**config.mk**
```make
export PLATFORM = sky130hd
export DESIGN_NAME = pic_top
export DESIGN_NICKNAME = d
export VERILOG_FILES = /design/src/hdl/pic_pkg.sv /design/src/hdl/pic_top.sv /design/src/hdl/pic_ack_ctrl.sv /design/src/hdl/pic_in_service.sv /design/src/hdl/pic_request_reg.sv /design/src/hdl/pic_cmd_decoder.sv
export VERILOG_INCLUDE_DIRS = /design/src /design/src/hdl
export SDC_FILE = /design/constraint.sdc
export NUM_CORES = 1
export LEC_CHECK = 0
export ABC_AREA = 1
export BUFFER_PORTS_ARGS = -buffer_cell sky130_fd_sc_hd__buf_2
export CAP_MARGIN = 30
export CORE_AREA = 2 2 79 81
export DETAILED_ROUTE_END_ITERATION = 6
export DIE_AREA = 0 0 81 83
export GPL_ROUTABILITY_DRIVEN = 0
export PLACE_DENSITY = 0.77
export SYNTH_ARGS = -nofsm -noshare
export SYNTH_HDL_FRONTEND = slang
export SYNTH_SLANG_ARGS = --single-unit
```
**constraint.sdc**
```tcl
create_clock -name clk -period 2.2 [get_ports clk]
set_clock_uncertainty 0.05 [all_clocks]
set_input_delay 0.22 -clock clk [delete_from_list [all_inputs] [get_ports clk]]
set_output_delay 0.22 -clock clk [all_outputs]
set_load 0.005 [all_outputs]
```
**src/hdl/pic_defs.svh**
```systemverilog
`ifndef PIC_DEFS_SVH
`define PIC_DEFS_SVH

// Number of interrupt request lines.
`define PIC_NUM_IRQ 8

// Width of an interrupt level number.
`define PIC_LEVEL_W 3

// Width of the host data bus.
`define PIC_DATA_W 8

// Interrupt present flag in the poll word.
`define PIC_POLL_BIT 7

`endif
```
**src/hdl/pic_pkg.sv**
```systemverilog
`include "pic_defs.svh"

package pic_pkg;

	typedef logic [`PIC_NUM_IRQ-1:0] irq_vec_t;
	typedef logic [`PIC_LEVEL_W-1:0] level_t;

	// One host bus cycle, wr and rd are single-cycle strobes.
	typedef struct packed {
		logic                   wr;
		logic                   rd;
		logic                   a0;
		logic [`PIC_DATA_W-1:0] data;
	} host_bus_t;

	typedef enum logic [2:0] {
		cmd_none,
		cmd_icw1,
		cmd_icw2,
		cmd_icw4,
		cmd_ocw1,
		cmd_ocw2,
		cmd_ocw3
	} cmd_kind_e;

	typedef struct packed {
		logic                                ready;
		logic                                level_mode;
		logic                                auto_eoi;
		logic [`PIC_DATA_W-`PIC_LEVEL_W-1:0] vector_base;
	} pic_cfg_t;

	typedef struct packed {
		logic   valid;
		logic   specific;
		level_t level;
	} eoi_req_t;

	typedef struct packed {
		logic sel_valid;
		logic read_isr;
		logic poll;
	} ocw3_req_t;

	typedef struct packed {
		logic   valid;
		level_t level;
	} winner_t;

	typedef struct packed {
		logic take;
		logic finish;
		logic init;
	} ack_evt_t;

	typedef enum logic [1:0] {
		ack_idle,
		ack_first,
		ack_second,
		ack_poll
	} ack_state_e;

endpackage

```
**src/hdl/pic_top.sv**
```systemverilog
`include "pic_defs.svh"

module pic_top (
	input  logic                   clk,
	input  logic                   rst,
	input  pic_pkg::host_bus_t     bus,
	input  pic_pkg::irq_vec_t      irq,
	input  logic                   inta_n,
	output logic [`PIC_DATA_W-1:0] data_out,
	output logic                   data_oe,
	output logic                   intr
);

	pic_pkg::pic_cfg_t cfg;
	pic_pkg::irq_vec_t mask;
	pic_pkg::irq_vec_t irr;
	pic_pkg::irq_vec_t isr;
	pic_pkg::irq_vec_t irr_clear;
	pic_pkg::eoi_req_t eoi;
	pic_pkg::ocw3_req_t ocw3;
	pic_pkg::winner_t winner;
	pic_pkg::ack_evt_t ack_seq;
	pic_pkg::ack_evt_t ack;
	logic icw1;

	// ICW1 resets the in-service register along with the sequence events.
	assign ack = '{take: ack_seq.take, finish: ack_seq.finish, init: icw1};

	pic_cmd_decoder i_cmd_decoder (
		.clk  (clk),
		.rst  (rst),
		.bus  (bus),
		.cfg  (cfg),
		.mask (mask),
		.eoi  (eoi),
		.ocw3 (ocw3),
		.icw1 (icw1)
	);

	pic_request_reg i_request_reg (
		.clk        (clk),
		.rst        (rst),
		.irq        (irq),
		.level_mode (cfg.level_mode),
		.init       (icw1),
		.irr_clear  (irr_clear),
		.irr        (irr)
	);

	pic_in_service i_in_service (
		.clk       (clk),
		.rst       (rst),
		.irr       (irr),
		.mask      (mask),
		.cfg       (cfg),
		.eoi       (eoi),
		.ack       (ack),
		.winner    (winner),
		.isr       (isr),
		.irr_clear (irr_clear),
		.intr      (intr)
	);

	pic_ack_ctrl i_ack_ctrl (
		.clk      (clk),
		.rst      (rst),
		.bus      (bus),
		.inta_n   (inta_n),
		.cfg      (cfg),
		.ocw3     (ocw3),
		.winner   (winner),
		.irr      (irr),
		.isr      (isr),
		.mask     (mask),
		.ack      (ack_seq),
		.data_out (data_out),
		.data_oe  (data_oe)
	);

endmodule

```
**src/hdl/pic_ack_ctrl.sv**
```systemverilog
`include "pic_defs.svh"

module pic_ack_ctrl (
	input  logic                   clk,
	input  logic                   rst,
	input  pic_pkg::host_bus_t     bus,
	input  logic                   inta_n,
	input  pic_pkg::pic_cfg_t      cfg,
	input  pic_pkg::ocw3_req_t     ocw3,
	input  pic_pkg::winner_t       winner,
	input  pic_pkg::irq_vec_t      irr,
	input  pic_pkg::irq_vec_t      isr,
	input  pic_pkg::irq_vec_t      mask,
	output pic_pkg::ack_evt_t      ack,
	output logic [`PIC_DATA_W-1:0] data_out,
	output logic                   data_oe
);

	pic_pkg::ack_state_e state;
	pic_pkg::ack_state_e state_next;
	pic_pkg::level_t lat_level;
	logic inta_s;
	logic inta_prev;
	logic inta_fall;
	logic inta_rise;
	logic read_isr;
	logic rd_valid;
	logic vec_oe;
	logic [`PIC_DATA_W-1:0] rd_data;
	logic [`PIC_DATA_W-1:0] rd_word;

	always_ff @(posedge clk)
	begin
		if (rst)
		begin
			inta_s    <= 1'b1;
			inta_prev <= 1'b1;
		end
		else
		begin
			inta_s    <= inta_n;
			inta_prev <= inta_s;
		end
	end

	assign inta_fall = inta_prev & ~inta_s;
	assign inta_rise = ~inta_prev & inta_s;

	// Two INTA pulses per acknowledge, poll is left by the next read.
	always_comb
	begin
		state_next = state;
		ack        = '0;
		case (state)
			pic_pkg::ack_idle:
				if (inta_fall)
				begin
					state_next = pic_pkg::ack_first;
					ack.take   = 1'b1;
				end
				else if (ocw3.poll)
					state_next = pic_pkg::ack_poll;
			pic_pkg::ack_first:
				if (inta_rise)
					state_next = pic_pkg::ack_second;
			pic_pkg::ack_second:
				if (inta_rise)
				begin
					state_next = pic_pkg::ack_idle;
					ack.finish = 1'b1;
				end
			pic_pkg::ack_poll:
				if (bus.rd)
				begin
					state_next = pic_pkg::ack_idle;
					ack.take   = 1'b1;
				end
			default:
				state_next = pic_pkg::ack_idle;
		endcase
	end

	always_ff @(posedge clk)
	begin
		if (rst)
			state <= pic_pkg::ack_idle;
		else
			state <= state_next;
	end

	// Spurious acknowledge reports level 7.
	always_ff @(posedge clk)
	begin
		if (state == pic_pkg::ack_idle && inta_fall)
			lat_level <= winner.valid ? winner.level : '1;
	end

	always_ff @(posedge clk)
	begin
		if (rst)
			read_isr <= 1'b0;
		else if (ocw3.sel_valid)
			read_isr <= ocw3.read_isr;
	end

	always_comb
	begin
		rd_word = '0;
		if (state == pic_pkg::ack_poll)
		begin
			if (winner.valid)
			begin
				rd_word[`PIC_POLL_BIT]      = 1'b1;
				rd_word[`PIC_LEVEL_W-1:0] = winner.level;
			end
		end
		else if (bus.a0)
			rd_word = mask;
		else if (read_isr)
			rd_word = isr;
		else
			rd_word = irr;
	end

	always_ff @(posedge clk)
	begin
		if (rst)
			rd_valid <= 1'b0;
		else
			rd_valid <= bus.rd;
	end

	always_ff @(posedge clk)
	begin
		if (bus.rd)
			rd_data <= rd_word;
	end

	assign vec_oe   = (state == pic_pkg::ack_second) && !inta_s;
	assign data_oe  = vec_oe | rd_valid;
	assign data_out = vec_oe ? {cfg.vector_base, lat_level} : rd_data;

endmodule

```
**src/hdl/pic_in_service.sv**
```systemverilog
`include "pic_defs.svh"

module pic_in_service (
	input  logic              clk,
	input  logic              rst,
	input  pic_pkg::irq_vec_t irr,
	input  pic_pkg::irq_vec_t mask,
	input  pic_pkg::pic_cfg_t cfg,
	input  pic_pkg::eoi_req_t eoi,
	input  pic_pkg::ack_evt_t ack,
	output pic_pkg::winner_t  winner,
	output pic_pkg::irq_vec_t isr,
	output pic_pkg::irq_vec_t irr_clear,
	output logic              intr
);

	pic_pkg::irq_vec_t req;
	pic_pkg::irq_vec_t hi_isr;
	pic_pkg::irq_vec_t take_vec;
	pic_pkg::irq_vec_t clr_vec;
	logic blocked;

	assign req = irr & ~mask;

	// Lowest set bit, which is the highest level in service.
	assign hi_isr = isr & (~isr + 1'b1);

	// Fixed priority, a level in service blocks itself and everything below.
	always_comb
	begin
		winner  = '0;
		blocked = 1'b0;
		for (int i = 0; i < `PIC_NUM_IRQ; i++)
		begin
			if (!blocked && isr[i])
				blocked = 1'b1;
			else if (!blocked && req[i])
			begin
				winner.valid = 1'b1;
				winner.level = pic_pkg::level_t'(i);
				blocked      = 1'b1;
			end
		end
	end

	always_comb
	begin
		take_vec = '0;
		clr_vec  = '0;
		if (ack.take && winner.valid)
			take_vec[winner.level] = 1'b1;
		if (eoi.valid && eoi.specific)
			clr_vec[eoi.level] = 1'b1;
		else if (eoi.valid || (ack.finish && cfg.auto_eoi))
			clr_vec = hi_isr;
	end

	assign irr_clear = take_vec;

	always_ff @(posedge clk)
	begin
		if (rst || ack.init)
			isr <= '0;
		else
			isr <= (isr | take_vec) & ~clr_vec;
	end

	always_ff @(posedge clk)
	begin
		if (rst)
			intr <= 1'b0;
		else
			intr <= cfg.ready && winner.valid;
	end

endmodule

```
**src/hdl/pic_request_reg.sv**
```systemverilog
`include "pic_defs.svh"

module pic_request_reg (
	input  logic              clk,
	input  logic              rst,
	input  pic_pkg::irq_vec_t irq,
	input  logic              level_mode,
	input  logic              init,
	input  pic_pkg::irq_vec_t irr_clear,
	output pic_pkg::irq_vec_t irr
);

	pic_pkg::irq_vec_t irq_prev;
	pic_pkg::irq_vec_t irq_rise;
	pic_pkg::irq_vec_t irr_next;

	assign irq_rise = irq & ~irq_prev;

	// Edge mode latches rising edges, level mode tracks the lines.
	always_comb
	begin
		if (level_mode)
			irr_next = irq;
		else
			irr_next = irr | irq_rise;
		irr_next = irr_next & ~irr_clear;
	end

	always_ff @(posedge clk)
	begin
		if (rst)
		begin
			irq_prev <= '0;
			irr      <= '0;
		end
		else
		begin
			irq_prev <= irq;
			irr      <= irr_next & {`PIC_NUM_IRQ{~init}};
		end
	end

endmodule

```
**src/hdl/pic_cmd_decoder.sv**
```systemverilog
`include "pic_defs.svh"

module pic_cmd_decoder (
	input  logic               clk,
	input  logic               rst,
	input  pic_pkg::host_bus_t bus,
	output pic_pkg::pic_cfg_t  cfg,
	output pic_pkg::irq_vec_t  mask,
	output pic_pkg::eoi_req_t  eoi,
	output pic_pkg::ocw3_req_t ocw3,
	output logic               icw1
);

	pic_pkg::cmd_kind_e kind;
	logic wait_icw2;
	logic wait_icw4;
	logic need_icw4;
	logic ready;
	logic level_mode;
	logic auto_eoi;
	logic [`PIC_DATA_W-`PIC_LEVEL_W-1:0] vector_base;
	logic [2:0] ocw2_code;

	assign ocw2_code = bus.data[7:5];

	// ICW1 is recognised at any time, the other words depend on the sequence.
	always_comb
	begin
		kind = pic_pkg::cmd_none;
		if (bus.wr)
		begin
			if (!bus.a0 && bus.data[4])
				kind = pic_pkg::cmd_icw1;
			else if (bus.a0 && wait_icw2)
				kind = pic_pkg::cmd_icw2;
			else if (bus.a0 && wait_icw4)
				kind = pic_pkg::cmd_icw4;
			else if (ready && bus.a0)
				kind = pic_pkg::cmd_ocw1;
			else if (ready && bus.data[3])
				kind = pic_pkg::cmd_ocw3;
			else if (ready)
				kind = pic_pkg::cmd_ocw2;
		end
	end

	always_ff @(posedge clk)
	begin
		if (rst)
		begin
			wait_icw2  <= 1'b0;
			wait_icw4  <= 1'b0;
			need_icw4  <= 1'b0;
			ready      <= 1'b0;
			level_mode <= 1'b0;
			auto_eoi   <= 1'b0;
			mask       <= '0;
		end
		else
		begin
			case (kind)
				pic_pkg::cmd_icw1:
				begin
					wait_icw2  <= 1'b1;
					wait_icw4  <= 1'b0;
					need_icw4  <= bus.data[0];
					ready      <= 1'b0;
					level_mode <= bus.data[3];
					auto_eoi   <= 1'b0;
					mask       <= '0;
				end
				pic_pkg::cmd_icw2:
				begin
					wait_icw2 <= 1'b0;
					wait_icw4 <= need_icw4;
					ready     <= ~need_icw4;
				end
				pic_pkg::cmd_icw4:
				begin
					wait_icw4 <= 1'b0;
					auto_eoi  <= bus.data[1];
					ready     <= 1'b1;
				end
				pic_pkg::cmd_ocw1:
					mask <= bus.data;
				default:
					mask <= mask;
			endcase
		end
	end

	always_ff @(posedge clk)
	begin
		if (kind == pic_pkg::cmd_icw2)
			vector_base <= bus.data[`PIC_DATA_W-1:`PIC_LEVEL_W];
	end

	// Single-cycle requests to the service and acknowledge logic.
	always_ff @(posedge clk)
	begin
		if (rst)
		begin
			icw1 <= 1'b0;
			eoi  <= '0;
			ocw3 <= '0;
		end
		else
		begin
			icw1           <= (kind == pic_pkg::cmd_icw1);
			eoi.valid      <= (kind == pic_pkg::cmd_ocw2) &&
					  (ocw2_code == 3'b001 || ocw2_code == 3'b011);
			eoi.specific   <= ocw2_code[1];
			eoi.level      <= bus.data[`PIC_LEVEL_W-1:0];
			ocw3.sel_valid <= (kind == pic_pkg::cmd_ocw3) && bus.data[1];
			ocw3.read_isr  <= bus.data[0];
			ocw3.poll      <= (kind == pic_pkg::cmd_ocw3) && bus.data[2];
		end
	end

	assign cfg = '{
		ready:       ready,
		level_mode:  level_mode,
		auto_eoi:    auto_eoi,
		vector_base: vector_base
	};

endmodule

```
==> results.md, run 1 <==
- Status: completed
- Post-layout min period: 2.03 ns
- Register bit total from synthesis: 69
- Top Ports: 32
- Worst skew pair latency: 0.36 ns
- Max cap viols: 0
- Number of synthesized flops with an enable pin: 16
- Worst path slowest cell: dfxtp_1
- Max incr delay on CP: 0.37 ns
- Post-Syn Nets: 456
- Compound-cell area share of the yosys netlist: 16.1%
- Simple-Gate Fraction of Synth Area: 23.4%
- Post-synthesis mux area share: around 3%
- Relative max-transition margin: 51.8%
- Via count: about 3000
- Die ar.: about 6700 µm²
- Die height: 83 µm
- Synth Cell Area: between 3000 and 4000 µm²
- Worst r2r src: i_cmd_decoder.wait_icw2
- Commonest non-fill, non-tap cells in the layout: nand2_1 (72), inv_1 (69), dfxtp_1 (53), nor2_1 (51), o21ai_0 (35)
- Initial Utilization: between 50 and 60%
- Global-route wire length before repair: ~13 mm
- Layout cells sized above 1: 19.9%
- Most used DFF post-synth: dfxtp_1
- Die width: 81 µm
- Worst Slack Setup Final: 0.170 ns
- Clock Pin Slew Worst Setup and Hold Paths: 0.08 ns
- Flop2flop setup slack: 0.38 ns
- Max Fclk: 493 MHz
- CTS Sinks: 69
- Initial antenna violation count: 0
- Cells after synthesis: around 430
- Slew @ Worst Pin: about 0.72 ns
- Clock buffer depth: 2
- DR vias/cell: between 5 and 6
- DRC: 0
- Avg Inst Size Synth: 7.81 µm²
- Final ANT Viol Nets: 0
- CTS tree: done
- Fin crit share: 92.3%
- P&R area growth vs syn: 13.6%
- Total track usage: 25.0%
- DPL Wire Length: 6.07 mm
- Critical Path Fanout Max: 9
- DR pass1 iterations: 5
- CP Data Required Time: 1.93 ns
- Antenna diode count: 0
- Power density cells: 819 nW/µm²
- CTS Buf Count: 9
- Count of cell types in the netlist: 40
- Vias in the first global route: between 2000 and 3000
- RSZ-0062 raised after global routing: false
- Core footprint: 5820 µm²
- Nets@finish: 495
- Commonest non-fill, non-tap cell in the layout: nand2_1
- Endpoint class of the critical path: output port
- Post-route non-filler standard cell count: 548
- Startpoint types: flip-flop
- Final Hold Vio Count: 0
- Clk root buf: clkbuf_8
- Worst hold path type: in2reg
- Seq/Total Area, Yosys: 46.0%
- FP Rows: 28
- Setup WS pre-CTS: 0.265 ns
- Post-route setup TNS: 0 ns
- Final wirelength: 7.87 mm
- Leak: about 0.0017 µW
- Post-CTS setup buffers: 0
- I/O Buffers: 31
- Synth area leader: dfxtp_1
- Xor and xnor fraction of the mapped netlist area: 0%
- Routed wire per std cell: about 14 µm
- Post-synth top area share: a little under a third
- Post-Synth Adder-Cell Area: under 10%
- Peak supply drop: 0.540 mV
- Dpl cells: 530
- GRT overflow: 0
- Initial DRC Count: 294
- Post-synth ARST share: 0%
- Main combinational cell family by area after synthesis: simple AND/OR/NAND/NOR gates
- Hold Crit Start: bus[5]
- Filler Cells Inserted: about 510
- Critical path startpoint: i_ack_ctrl.state[0]
- Largest net degree at the start of global routing: 30
- Hold Slack: 0.0266 ns
- Max H-tree Level: 3
- Synth area leaders: dfxtp_1 (32%), edfxtp_1 (14%), nand2_1 (8.2%)
- Finish-stage setup viols: 0
- Ys Warns: 0
- Crit path cell chain: inv_1 > ha_1 > nand2_2 > mux2_2 > buf_2
- CP Data Arrival Time: 1.76 ns
- Worst Setup Path Type: reg2out
- Slew Limit Fails: 0
[sequential cells by signal, indices dropped and copies added, names as in the netlist, 2 cells and up]
| name | flops |
|---|---|
| i_cmd_decoder.mask | 8 |
| i_ack_ctrl.state | 2 |
| i_cmd_decoder.eoi | 5 |
| i_in_service.isr | 8 |
| i_request_reg.irq_prev | 8 |
| i_request_reg.irr | 8 |
| i_cmd_decoder.vector_base | 5 |
| i_ack_ctrl.lat_level | 3 |
| i_cmd_decoder.ocw3 | 2 |
| i_ack_ctrl.rd_data | 8 |
[worst max-delay path, delay by kind of cell, from the launching register on]
kind                       cells  cell delay, ns
adders and majority gates      1            0.25
buffers and inverters          2            0.23
DFF                            1            0.37
muxes                          1            0.36
and+or+nand+nor                1            0.20
[final timing paths]
path / end / cells past startpoint
worst max-delay path: data_out[5] / 5
worst min-delay path: i_cmd_decoder.vector_base[2] / 1
worst max register to register: i_cmd_decoder.wait_icw4 / 8
worst min register to register: i_cmd_decoder.mask[5] / 2
[layout make-up]
| type | instances | area (µm²) | area share [%] |
|---|---|---|---|
| Clock inverter | 7 | 72.6 | 1.91 |
| Multi-Input combinational cell | 275 | 1490 | 39.2 |
| Inverter | 78 | 293 | 7.69 |
| Clock buffer | 9 | 124 | 3.25 |
| Tap cell | 75 | 93.8 | 2.47 |
| Sequential cell | 69 | 1540 | 40.5 |
| Timing Repair Buffer | 35 | 190 | 5.00 |
[synth_stat cells (all sizes together), types with 2 or more instances]
cell type  count
o221ai         2
nand3         14
clkbuf         6
ha             5
a21oi         38
nor2          57
nor4           3
o211ai         3
or2            2
nand4          4
o31ai          5
dfxtp         53
nand2         83
mux2           9
a22oi          2
a31oi          2
inv           77
nor3           3
edfxtp        16
o21ai         38
[logic make-up (layout without fill, tap and decap cells)]
| group | after synthesis | after routing |
|---|---|---|
| AO/OA/AOI/OAI | 93 | 93 |
| adder cells (fa/ha/maj) | 5 | 5 |
| buffers and inverters | 85 | 129 |
| flip-flops | 69 | 69 |
| multiplexers | 9 | 9 |
| AND/OR/NAND/NOR | 168 | 168 |
[where the power goes]
part / leakage [µW] / switching (µW) / internal, µW
logic: 0.00106 / 415 / 234
clock network: 0.0000976 / 513 / 527
registers: 0.000588 / 41.6 / 1390
total: 0.00175 / 969 / 2150
[stage by stage]
| step | power (µW) | cell area (µm²) | util [%] |
|---|---|---|---|
| final | 3120 | 3810 | 65.4 |
| after global routing | 3280 | 3810 | 65.4 |
| after CTS | 3110 | 3790 | 65.2 |
| after detailed placement | 2090 | 3590 | 61.7 |
| after global placement | 2070 | 3590 | 61.7 |
| after floorplan | 1910 | 3350 | - |
[repair_timing]
| item | in CTS | in global routing |
|---|---|---|
| endpoints found under the setup margin | 0 | 8 |
| gates resized for setup | 0 | 1 |
| hold endpoints to repair | 1 | 1 |
| hold buffers | 1 | 1 |
[routing by layer]
layer  share of wire (%)  GRT usage (%)  vias up
met1                  42           32.8     1362
li1                    -              -     1470
met5                   0              0        -
met4                 3.9           12.8        0
met2                  46           38.6      141
met3                 7.8           5.11       32
(Power assumes the default switching activity.)
==> run 2, diff against run 1 <==
CORE_AREA = 2 2 83 85   (was 2 2 79 81)
DIE_AREA = 0 0 85 87   (was 0 0 81 83)
PLACE_DENSITY = 0.79   (was 0.77)
SYNTH_HIERARCHICAL = 1   (was not set)
==> results.md, run 2 <==
- Endpoint class of the critical path: flip-flop
- CP Buf/Inv Count: 3 (+1)
- Status: completed
- Area of the multi-input gates: 1800 µm² (+21%)
- Dpl cells: 602 (+14%)
- Worst path slowest cell: dfxtp_1
- FF/Latch Area: 1540 µm² (unchanged)
- Flop2flop setup slack: 0.16 ns (-0.22 ns)
- DRC: 0 (unchanged)
- Clock Pin Slew Worst Setup and Hold Paths: 0.08 ns (about the same)
- Ys Warns: 6 (+6)
- Hold Crit Start: inta_n
- Hold path endpoint: i_ack_ctrl/inta_s
- Post-route setup TNS: 0 ns (unchanged)
- Avg Inst Size Synth: 7.73 µm² (-1.0%)
- Clock buffer depth: 2 (unchanged)
- Commonest non-fill, non-tap cell in the layout: nand2_1
- Top Ports: 32 (unchanged)
- DPL Wire Length: 6.50 mm (+7.1%)
- Critical path startpoint: i_request_reg/irr[4]
- Met1 wire length: 3.61 mm (+8.0%)
- Leak: 0.00202 µW (+16%)
- CP Data Required Time: 2.42 ns (+0.49 ns)
- Cells after synthesis: 491 (+14%)
- Reg2reg path depth: 12 (+4)
- CP delay by family, top: simple AND/OR/NAND/NOR gates
- Die height: 87 µm (+4.8%)
- Antenna diode count: 0 (unchanged)
- Max Fclk: 491 MHz (-0.27%)
- Worst r2r src: i_request_reg/irr[4]
- Global-route wire length before repair: 14.1 mm (+9.2%)
- GRT overflow: 0 (unchanged)
- CP Data Arrival Time: 2.26 ns (+0.50 ns)
- Filler Cells Inserted: 551 (+8.7%)
- Total track usage: 24.4% (-0.62 points)
- Power density cells: 784 nW/µm² (-4.3%)
- Fin crit share: 92.5% (+0.25 points)
- Slew Limit Fails: 0 (unchanged)
- Peak supply drop: 0.500 mV (-7.5%)
- Final ANT Viol Nets: 0 (unchanged)
- Max H-tree Level: 3 (unchanged)
- Initial antenna violation count: 0 (unchanged)
- DR vias/cell: 5.24 (-4.4%)
- Nets@finish: 561 (+13%)
- CTS tree: done
- P&R area growth vs syn: 12.3%
- Layout cells sized above 1: 22.9% (+3.0 points)
- Crit path cell chain: inv_1 > nor2_1 > nor2_1 > nand4_1 > nand2_1 > nor2_1 > nand2_2 > nand4_1 > inv_1 > inv_1 > nand2_1 > a21oi_2
- Critical Path Fanout Max: 10 (+1)
- Initial Utilization: 57.8% (+0.16 points)
- Core footprint: 6570 µm² (+13%)
- Worst Slack Setup Final: 0.165 ns (-0.00546 ns)
- Synth Cell Area: 3790 µm² (+13%)
- Final wirelength: 8.57 mm (+9.0%)
- Worst hold path type: in2reg
- Worst skew pair latency: 0.34 ns (-0.02 ns)
- Die width: 85 µm (+4.9%)
- Max cap viols: 0 (unchanged)
- Setup WS pre-CTS: 0.206 ns (-0.0587 ns)
- Relative max-transition margin: 58.5% (+6.7 points)
- Via count: 3241 (+7.9%)
- DR WL met2: 4.10 mm (+14%)
- Finish-stage setup viols: 0 (unchanged)
- Slew @ Worst Pin: 0.621 ns (-0.0994 ns)
- CTS Sinks: 69 (unchanged)
- FP Rows: 30 (+7.1%)
- Post-Syn Nets: 519 (+14%)
- Worst Setup Path Type: reg2reg
- Largest net degree at the start of global routing: 18 (-40%)
- Startpoint types: flip-flop
- Post-layout min period: 2.04 ns (+0.00546 ns)
- WP depth: 12 (+7)
- Commonest non-fill, non-tap cells in the layout: nand2_1 (96), inv_1 (89), nor2_1 (57), dfxtp_1 (53)
- Post-placement cell area: 4030 µm² (+12%)
- Post-route non-filler standard cell count: 618 (+13%)
- Met3 wire length: 683 µm (+12%)
- DR pass1 iterations: 5 (unchanged)
- Final Core Density: 64.8% (-0.61 points)
- I/O Buffers: 31 (unchanged)
- CTS Buf Count: 9 (unchanged)
- Top sig layer: met4
- Final Hold Vio Count: 0 (unchanged)
- Max incr delay on CP: 0.42 ns (+0.05 ns)
- RR Endpoint: i_request_reg/irr[7]
- Routed wire per std cell: 13.9 µm (-3.4%)
- Vias in the first global route: 3033 (+9.8%)
- Die ar.: 7400 µm² (+10%)
- Worst hold stages: 2 (+1)
- Initial DRC Count: 261 (-11%)
- Clk root buf: clkbuf_8
- Final instance area: 4260 µm² (+12%)
## run 2: worst reg2reg max path, stage by stage, from the launching register on
cell     delay (ns)
dfxtp_1        0.42
inv_1          0.07
nor2_1         0.20
nor2_1         0.12
nand4_1        0.15
nand2_1        0.10
nor2_1         0.26
nand2_2        0.22
nand4_1        0.16
inv_1          0.05
inv_1          0.04
nand2_1        0.05
a21oi_2        0.10
## run 2: final cells by class
cell class                 count  area share (%)
multi-input combinational    315            42.2
inverter                      97            8.58
sequential                    69            36.2
timing repair buffer          41            5.41
clock inverter                 7            2.32
clock buffer                   9            2.91
tap                           80            2.35
## run 2: stage by stage
| step | hold WS, ns | power [µW] |
|---|---|---|
| 6_report | 0.0195 | 3340 |
| 2_1_floorplan | 0.242 | 2000 |
| 5_1_grt | 0.0190 | 3510 |
| 3_5_place_dp | 0.368 | 2210 |
| 3_3_place_gp | 0.360 | 2180 |
| 4_1_cts | 0.00746 | 3360 |
## run 2: where the power goes
group	internal [µW]	switching, µW	total (µW)
clock network	644	501	1140
registers	1390	55.5	1440
logic	279	474	753
total	2310	1030	3340
## run 2: worst max path at each step
stage | to | slack (ns)
after floorplan | i_request_reg/irr[2] | 0.37
after global placement | i_request_reg/irr[2] | 0.24
after detailed placement | i_ack_ctrl/rd_data[7] | 0.21
after CTS | i_request_reg/irr[7] | 0.18
after global routing | i_request_reg/irr[7] | -0.03
final | i_request_reg/irr[7] | 0.16
## run 2: metal layers
| layer | vias up | GRT usage [%] |
|---|---|---|
| met3 | 17 | 4.45 |
| met2 | 147 | 41.1 |
| li1 | 1641 | - |
| met4 | 0 | 10.7 |
| met5 | - | 0 |
| met1 | 1436 | 30.8 |
## run 2: repair_timing
action | 4_1_cts | 5_1_grt
endpoints found under the hold margin | 0 | 0
endpoints found under the setup margin | 0 | 6
hold buffers | 0 | 0
gates resized for setup | 0 | 1
buffers inserted | 0 | 0
